## src/rtl/icache_cfg_pkg.sv

```systemverilog
//**************************************************************************
// icache geometry: direct mapped, 16 sets of 16-byte lines, 32-bit address
//**************************************************************************
`default_nettype none

package icache_cfg_pkg;

  localparam int ADDR_W     = 32;
  localparam int LINE_BYTES = 16;
  localparam int SETS       = 16;

  // address split: tag | index | byte offset
  localparam int OFFSET_W = $clog2(LINE_BYTES);
  localparam int INDEX_W  = $clog2(SETS);
  localparam int TAG_W    = ADDR_W - INDEX_W - OFFSET_W;  // 24 bits
  localparam int LINE_W   = 8 * LINE_BYTES;

  typedef logic [TAG_W-1:0]   tag_t;
  typedef logic [INDEX_W-1:0] index_t;
  typedef logic [LINE_W-1:0]  line_t;

endpackage : icache_cfg_pkg

`default_nettype wire

```

## src/rtl/icache_msg_pkg.sv

```systemverilog
//**************************************************************************
// icache messages toward l0, toward the LLC and between internal stages
//**************************************************************************
`default_nettype none

package icache_msg_pkg;

  import icache_cfg_pkg::*;

  // fetch from l0, byte address
  typedef struct packed {
    logic [ADDR_W-1:0] addr;
  } fetch_req_t;

  // whole line back to l0
  typedef struct packed {
    logic [ADDR_W-1:0] addr;  // line aligned
    line_t             line;
  } fetch_resp_t;

  typedef struct packed {
    logic [ADDR_W-1:0] addr;  // line aligned
  } fill_req_t;

  typedef struct packed {
    logic [ADDR_W-1:0] addr;
    line_t             line;
  } fill_resp_t;

  // decoded request handed from decode to control
  typedef struct packed {
    logic              flush;  // set for a flush, fields below unused then
    tag_t              tag;
    index_t            index;
    logic [ADDR_W-1:0] addr;
  } lookup_t;

endpackage : icache_msg_pkg

`default_nettype wire

```

## src/rtl/icache_req_decode.sv

```systemverilog
//**************************************************************************
// icache request decode: one-entry buffer for fetch and flush requests
//**************************************************************************
`timescale 1ns/1ns
`default_nettype none

module icache_req_decode
  import icache_cfg_pkg::*, icache_msg_pkg::*;
(
  input  logic       clk_in,
  input  logic       rst_N_in,
  input  logic       fetch_req_valid,
  output logic       fetch_req_ready,
  input  fetch_req_t fetch_req,
  input  logic       flush_valid,
  output logic       flush_ready,
  output logic       lk_valid,
  input  logic       lk_ready,
  output lookup_t    lk
);

  lookup_t buf_q;
  logic    buf_valid;
  logic    take_flush;
  logic    take_fetch;
  tag_t    req_tag;
  index_t  req_index;

  // flush wins when both arrive together
  assign flush_ready     = !buf_valid;
  assign fetch_req_ready = !buf_valid && !flush_valid;
  assign take_flush      = flush_valid && flush_ready;
  assign take_fetch      = fetch_req_valid && fetch_req_ready;

  assign req_tag   = fetch_req.addr[ADDR_W-1 -: TAG_W];
  assign req_index = fetch_req.addr[OFFSET_W +: INDEX_W];  // byte offset is dropped

  assign lk_valid = buf_valid;
  assign lk       = buf_q;

  always_ff @(posedge clk_in) begin
    if (!rst_N_in) begin
      buf_valid <= 1'b0;
    end else if (take_flush || take_fetch) begin
      buf_valid <= 1'b1;
    end else if (lk_ready) begin
      buf_valid <= 1'b0;  // taken by control
    end
  end

  always_ff @(posedge clk_in) begin
    if (take_flush) begin
      buf_q <= '{flush: 1'b1, tag: '0, index: '0, addr: '0};
    end else if (take_fetch) begin
      buf_q <= '{flush: 1'b0, tag: req_tag, index: req_index,
                 addr: {req_tag, req_index, {OFFSET_W{1'b0}}}};
    end
  end

endmodule : icache_req_decode

`default_nettype wire

```

## src/rtl/icache_tag_data_array.sv

```systemverilog
//**************************************************************************
// icache storage: per-set valid bit, tag and line, synchronous read
//**************************************************************************
`timescale 1ns/1ns
`default_nettype none

module icache_tag_data_array
  import icache_cfg_pkg::*;
(
  input  logic   clk_in,
  input  logic   rst_N_in,
  // read port, result one cycle later
  input  index_t rd_index,
  output logic   rd_hit_valid,
  output tag_t   rd_tag,
  output line_t  rd_line,
  // refill write
  input  logic   wr_en,
  input  index_t wr_index,
  input  tag_t   wr_tag,
  input  line_t  wr_line,
  input  logic   flush
);

  logic [SETS-1:0] valid_q;
  tag_t            tag_mem  [SETS];
  line_t           line_mem [SETS];

  // valid bits are the only state that must come up clean
  always_ff @(posedge clk_in) begin
    if (!rst_N_in) begin
      valid_q <= '0;
    end else if (flush) begin
      valid_q <= '0;  // whole cache at once
    end else if (wr_en) begin
      valid_q[wr_index] <= 1'b1;
    end
  end

  always_ff @(posedge clk_in) begin
    if (wr_en) begin
      tag_mem[wr_index]  <= wr_tag;
      line_mem[wr_index] <= wr_line;
    end
  end

  always_ff @(posedge clk_in) begin
    if (!rst_N_in) begin
      rd_hit_valid <= 1'b0;
    end else begin
      rd_hit_valid <= valid_q[rd_index];
    end
  end

  // a same-cycle write to the read set returns the old contents
  always_ff @(posedge clk_in) begin
    rd_tag  <= tag_mem[rd_index];
    rd_line <= line_mem[rd_index];
  end

endmodule : icache_tag_data_array

`default_nettype wire

```

## src/rtl/icache_lookup_ctrl.sv

```systemverilog
//**************************************************************************
// icache lookup control: hit/miss check, line fill and flush sequencing
//**************************************************************************
`timescale 1ns/1ns
`default_nettype none

module icache_lookup_ctrl
  import icache_cfg_pkg::*, icache_msg_pkg::*;
(
  input  logic        clk_in,
  input  logic        rst_N_in,
  input  logic        lk_valid,
  output logic        lk_ready,
  input  lookup_t     lk,
  output index_t      rd_index,
  input  logic        rd_hit_valid,
  input  tag_t        rd_tag,
  input  line_t       rd_line,
  output logic        wr_en,
  output index_t      wr_index,
  output tag_t        wr_tag,
  output line_t       wr_line,
  output logic        flush,
  output logic        fill_req_valid,
  input  logic        fill_req_ready,
  output fill_req_t   fill_req,
  input  logic        fill_resp_valid,
  output logic        fill_resp_ready,
  input  fill_resp_t  fill_resp,
  output logic        rs_valid,
  input  logic        rs_ready,
  output fetch_resp_t rs
);

  typedef enum logic [2:0] {
    S_IDLE, S_READ, S_FILL_REQ, S_FILL_WAIT, S_WRITE, S_RESPOND
  } state_t;

  state_t  state;
  lookup_t cur;        // request being served
  line_t   resp_line;  // from the array on a hit, from the LLC on a miss
  logic    rd_wait;    // first READ cycle, array output not there yet
  logic    flush_q;
  logic    hit;
  logic    take_lookup;
  logic    fill_done;

  assign lk_ready    = (state == S_IDLE);
  assign take_lookup = lk_valid && lk_ready && !lk.flush;
  assign hit         = rd_hit_valid && (rd_tag == cur.tag);
  assign fill_done   = fill_resp_valid && fill_resp_ready;

  assign rd_index = cur.index;
  assign wr_en    = (state == S_WRITE);
  assign wr_index = cur.index;
  assign wr_tag   = cur.tag;
  assign wr_line  = resp_line;
  assign flush    = flush_q;

  assign fill_req_valid  = (state == S_FILL_REQ);
  assign fill_req        = '{addr: cur.addr};
  assign fill_resp_ready = (state == S_FILL_WAIT);  // only while a fill is outstanding

  assign rs_valid = (state == S_RESPOND);
  assign rs       = '{addr: cur.addr, line: resp_line};

  always_ff @(posedge clk_in) begin
    if (!rst_N_in) begin
      state   <= S_IDLE;
      rd_wait <= 1'b0;
      flush_q <= 1'b0;
    end else begin
      flush_q <= lk_valid && lk_ready && lk.flush;  // one-cycle strobe
      case (state)
        S_IDLE: begin
          if (take_lookup) begin
            state   <= S_READ;
            rd_wait <= 1'b1;
          end
        end
        S_READ: begin
          if (rd_wait) begin
            rd_wait <= 1'b0;
          end else begin
            state <= hit ? S_RESPOND : S_FILL_REQ;
          end
        end
        S_FILL_REQ:  if (fill_req_ready) state <= S_FILL_WAIT;
        S_FILL_WAIT: if (fill_done) state <= S_WRITE;
        S_WRITE:     state <= S_RESPOND;
        S_RESPOND:   if (rs_ready) state <= S_IDLE;
        default:     state <= S_IDLE;
      endcase
    end
  end

  always_ff @(posedge clk_in) begin
    if (take_lookup) begin
      cur <= lk;
    end
    if (state == S_READ && !rd_wait && hit) begin
      resp_line <= rd_line;
    end else if (fill_done) begin
      resp_line <= fill_resp.line;
    end
  end

endmodule : icache_lookup_ctrl

`default_nettype wire

```

## src/rtl/icache_resp_stage.sv

```systemverilog
//**************************************************************************
// icache response register toward l0, holds under back-pressure
//**************************************************************************
`timescale 1ns/1ns
`default_nettype none

module icache_resp_stage
  import icache_msg_pkg::*;
(
  input  logic        clk_in,
  input  logic        rst_N_in,
  input  logic        rs_valid,
  output logic        rs_ready,
  input  fetch_resp_t rs,
  output logic        fetch_resp_valid,
  input  logic        fetch_resp_ready,
  output fetch_resp_t fetch_resp
);

  logic        out_valid;
  fetch_resp_t out_q;

  // take a new line when empty or draining this cycle
  assign rs_ready = !out_valid || fetch_resp_ready;

  always_ff @(posedge clk_in) begin
    if (!rst_N_in) begin
      out_valid <= 1'b0;
    end else if (rs_ready) begin
      out_valid <= rs_valid;
    end
  end

  always_ff @(posedge clk_in) begin
    if (rs_valid && rs_ready) out_q <= rs;  // payload frozen otherwise
  end

  assign fetch_resp_valid = out_valid;
  assign fetch_resp       = out_q;

endmodule : icache_resp_stage

`default_nettype wire

```

## src/rtl/l1_instr_cache.sv

```systemverilog
//**************************************************************************
// l1 instruction cache top: decode, lookup control, array, response stage
//**************************************************************************
`timescale 1ns/1ns
`default_nettype none

module l1_instr_cache
  import icache_cfg_pkg::*, icache_msg_pkg::*;
(
  input  logic        clk_in,
  input  logic        rst_N_in,
  // from l0
  input  logic        fetch_req_valid,
  output logic        fetch_req_ready,
  input  fetch_req_t  fetch_req,
  input  logic        flush_valid,
  output logic        flush_ready,
  // to l0
  output logic        fetch_resp_valid,
  input  logic        fetch_resp_ready,
  output fetch_resp_t fetch_resp,
  // to and from the LLC
  output logic        fill_req_valid,
  input  logic        fill_req_ready,
  output fill_req_t   fill_req,
  input  logic        fill_resp_valid,
  output logic        fill_resp_ready,
  input  fill_resp_t  fill_resp
);

  logic        lk_valid, lk_ready;
  lookup_t     lk;
  index_t      rd_index, wr_index;
  logic        rd_hit_valid, wr_en, arr_flush;
  tag_t        rd_tag, wr_tag;
  line_t       rd_line, wr_line;
  logic        rs_valid, rs_ready;
  fetch_resp_t rs;

  icache_req_decode u_decode (
    .clk_in, .rst_N_in,
    .fetch_req_valid, .fetch_req_ready, .fetch_req,
    .flush_valid, .flush_ready,
    .lk_valid, .lk_ready, .lk
  );

  icache_lookup_ctrl u_ctrl (
    .clk_in, .rst_N_in,
    .lk_valid, .lk_ready, .lk,
    .rd_index, .rd_hit_valid, .rd_tag, .rd_line,
    .wr_en, .wr_index, .wr_tag, .wr_line,
    .flush (arr_flush),
    .fill_req_valid, .fill_req_ready, .fill_req,
    .fill_resp_valid, .fill_resp_ready, .fill_resp,
    .rs_valid, .rs_ready, .rs
  );

  icache_tag_data_array u_array (
    .clk_in, .rst_N_in,
    .rd_index, .rd_hit_valid, .rd_tag, .rd_line,
    .wr_en, .wr_index, .wr_tag, .wr_line,
    .flush (arr_flush)
  );

  icache_resp_stage u_resp (
    .clk_in, .rst_N_in,
    .rs_valid, .rs_ready, .rs,
    .fetch_resp_valid, .fetch_resp_ready, .fetch_resp
  );

endmodule : l1_instr_cache

`default_nettype wire

```

## config.mk

```make
export PLATFORM = sky130hd
export DESIGN_NAME = l1_instr_cache
export DESIGN_NICKNAME = d
export VERILOG_FILES = /design/src/rtl/icache_cfg_pkg.sv /design/src/rtl/icache_msg_pkg.sv /design/src/rtl/icache_req_decode.sv /design/src/rtl/icache_tag_data_array.sv /design/src/rtl/icache_lookup_ctrl.sv /design/src/rtl/icache_resp_stage.sv /design/src/rtl/l1_instr_cache.sv
export SDC_FILE = /design/constraint.sdc
export NUM_CORES = 2
export LEC_CHECK = 0
export ABC_CLOCK_PERIOD_IN_PS = 16650
export BUFFER_PORTS_ARGS = -buffer_cell sky130_fd_sc_hd__buf_2
export CAP_MARGIN = 20
export CORE_AREA = 2 2 493 495
export CTS_BUF_LIST = sky130_fd_sc_hd__clkbuf_4 sky130_fd_sc_hd__clkbuf_8 sky130_fd_sc_hd__clkbuf_16
export DETAILED_ROUTE_END_ITERATION = 7
export DIE_AREA = 0 0 495 497
export GPL_TIMING_DRIVEN = 1
export PLACE_DENSITY = 0.63
export SKIP_LAST_GASP = 1
export SYNTH_ARGS = -nofsm -noshare
export SYNTH_HDL_FRONTEND = slang
export SYNTH_SLANG_ARGS = --single-unit
```

## constraint.sdc

```tcl
create_clock -name clk_in -period 16.65 [get_ports clk_in]
set_input_delay 3.33 -clock clk_in [delete_from_list [all_inputs] [get_ports clk_in]]
set_output_delay 3.33 -clock clk_in [all_outputs]
set_load 0.02 [all_outputs]
```

==> summary.md <==
| Metric | Value |
|---|---|
| Setup ws final | 9.50 ns |
| CTS buffer count | 318 |
| Final Instance Area | 124,000 sq um |
| Most frequent cells in the layout | edfxtp_1 (2,744), mux4_2 (765), buf_2 (351) |
| HP Class | flip-flop to flip-flop |
| Final Hold Fails | 0 |
| Port-buffer cells | 351 |
| Avg Cell Area, Syn | 25.2 sq um |
| Startpoint Class | primary input |
| Largest net degree at the start of global routing | 109 |
| Setup TNS Final | 0 ns |
| Root Driver | clkbuf_16 |
| Overall Power | 15.5 mW |
| Die H | 497 um |
| Fin crit period | 7.15 ns |
| Rel. slew slack | 0.237 |
| Flop and latch count out of synthesis | 2,949 |
| Synth area leader | edfxtp_1 |
| FP Rows | 180 |
| Slew @ Worst Pin | 1.15 ns |
| First-pass GRT wire length | 343,000 um |
| CP required | 13.32 ns |
| Area post-placement | 113,000 sq um |
| Core area | 240,000 sq um |
| Area of the multi-input gates | 20,300 sq um |
| CP Capture Type | output pin |
| Setup violators final | 0 |
| Routed WL per cell | 29.0 um |
| Worst-path clk slew | 0.06 ns |
| Router iterations before antenna repair | 7 |
| Clock latency at the later pin of the worst-skew pair | 0.94 ns |
| IO Pins | 396 |
| Routability congestion estimate | 0.703 |
| GR Util met1 | 0.287 |
| Max Freq | 140 MHz |
| Crit-path max FO | 3 |
| Overflow after GRT | 0 |
| DRC errors left | 0 |
| Slew Limit Fails | 0 |
| M2 GR Usage | 0.301 |
| Max cap viols | 0 |
| Max Root-Sink Buffers | 4 |
| Fill cells | 18.5k |
| DR vias | 47.4k |
| Cells after synthesis | 4,291 |
| Grt met3 use | 0.0317 |
| Power Density | 125 nW/um^2 |
| Register area | 86,500 sq um |
| Crit share post-route | 0.430 |
| Share of cells above drive strength 1 | 0.372 |
| Top Usage Layer GRT | met2 |
| Die Wd | 495 um |
| DP HPWL | 115,000 um |
| Pre-CTS setup slack | 9.49 ns |
| Nets | 5,036 |
| Cts repair resizes | 0 |
| Sequential-to-total area share from yosys stat | 0.801 |
| Starting Density | 0.450 |
| Commonest non-fill, non-tap cell in the layout | edfxtp_1 |
| Clock Sinks | 2,949 |
| Hold-fix buffers, CTS | 0 |
| Post-CTS Setup Bufs | 0 |
| Max IR drop VDD | 0.0000885 V |
| Unrepaired setup endpoints after global routing | no |
| GRT Total Usage | 0.193 |
| Setup CP Type | primary input to output pin |
| Depth of the CTS H-tree | 5 |
| Yosys warnings | 0 |
| Post-DRT Antenna Nets | 0 |
| Post-Syn Area | 108,000 sq um |
| Critical path arrival | 3.82 ns |
| Total Routed Length | 240,000 um |
| Area contributors post-synth | edfxtp_1 (76%), mux4_2 (16%), dfxtp_1 (3.8%) |
| Post-synth cell types | 39 |
| Static leakage | 39.7 nW |
| CTS tree | built |
| P&R area growth vs syn | 14.7% |
| Number of vias per cell | 5.73 |
| Initial antenna violation count | 7 |
| Vias in the first global route | 49.4k |
| Top cell type's share of synthesized area | 0.763 |
| Die area | 246,000 sq um |
| DRT iter0 DRCs | 4,846 |
| Clk_skew | 0.0738 ns |
| Status | complete, no violations |
-- power by group --
group          switching [mW]  internal, mW
Clock                    2.80          4.14
Sequential             0.0509          8.07
Combinational           0.224         0.251
Total                    3.07          12.5
-- synth_stat cells --
| cell | n |
|---|---|
| a21oi_1 | 30 |
| o21ai_0 | 2 |
| dfxtp_1 | 205 |
| a41o_1 | 1 |
| buf_2 | 53 |
| a21o_1 | 1 |
| mux2_4 | 87 |
| nor2b_1 | 3 |
| o31ai_1 | 1 |
| clkbuf_1 | 85 |
| nand2b_1 | 3 |
| nand4_1 | 6 |
| buf_4 | 45 |
| nor4_1 | 1 |
| o21a_1 | 10 |
| nor3_1 | 6 |
| mux2_2 | 41 |
| or3b_2 | 1 |
| edfxtp_1 | 2744 |
| buf_6 | 29 |
| inv_1 | 2 |
| nand3_1 | 3 |
| inv_2 | 1 |
| o221ai_1 | 1 |
| or3b_1 | 1 |
| and3_1 | 1 |
| xnor2_1 | 24 |
| nand2_1 | 69 |
| o211a_1 | 1 |
| nand3b_1 | 1 |
| o311a_1 | 1 |
| and2_1 | 2 |
| a22oi_1 | 1 |
| conb_1 | 1 |
| nor2_1 | 35 |
| a21boi_0 | 3 |
| or3_1 | 1 |
| buf_1 | 24 |
| mux4_2 | 765 |
-- worst paths after layout --
path                                          from                   to  slack (ns)  cells past startpoint
worst max-delay path                   flush_valid      fetch_req_ready        9.50                      3
worst min-delay path               u_decode.lk[38]     u_ctrl.wr_tag[2]        0.41                      0
worst max register to register  u_ctrl.rd_index[1]  u_array.rd_line[72]       11.22                      6
worst min register to register     u_decode.lk[38]     u_ctrl.wr_tag[2]        0.41                      0
-- through the flow --
step / utilization / instances / hold WS (ns)
floorplan: - / 4298 / 0.408
global placement: 0.473 / 7699 / 0.412
detailed placement: 0.473 / 7699 / 0.414
CTS: 0.515 / 8257 / 0.417
global route: 0.516 / 8260 / 0.425
finish: 0.516 / 8263 / 0.415
-- state kept, by name (all words and copies together) (netlist names), 2 cells and up --
name and count:
u_array.line_mem 2048, u_array.tag_mem 384, u_resp.fetch_resp 156, u_array.rd_line 128, u_ctrl.wr_line 128, u_decode.lk 29, u_array.rd_tag 24, u_ctrl.wr_tag 23
u_array.valid_q 16, u_ctrl.rd_index 3, u_ctrl.state 3, u_ctrl.fill_req 2
-- critical path, stage by stage --
cell    delay (ns)
buf_2         0.11
nor2_1        0.17
buf_2         0.21
-- final cells by class --
cell class / instances / share of cell area
tap: 3185 / 0.0322
timing repair buffer: 455 / 0.0221
clock inverter: 156 / 0.0124
inverter: 3 / 0.000152
clock buffer: 402 / 0.0710
multi-input combinational: 1110 / 0.164
sequential: 2949 / 0.698
antenna: 3 / 0.0000606
-- routing by layer --
| layer | routed length [um] | vias up | share of wire |
|---|---|---|---|
| met1 | 105000 | 25900 | 0.44 |
| met3 | 16000 | 341 | 0.067 |
| met2 | 114000 | 1789 | 0.48 |
| met4 | 4800 | 2 | 0.020 |
| met5 | 7 | - | 0.000029 |
| li1 | - | 19400 | - |
-- cell families (layout without fill, tap and decap cells) --
logic type	count (synthesis)	in the layout	synth area share
multiplexers	893	893	0.176
AND/OR/NAND/NOR	133	133	0.00525
other	1	11	0.0000347
flip-flops	2949	2949	0.801
AO/OA/AOI/OAI	52	52	0.00296
buffers and inverters	239	1016	0.0125
XOR/XNOR	24	24	0.00195
No activity file was read; power rests on OpenSTA's default activity.
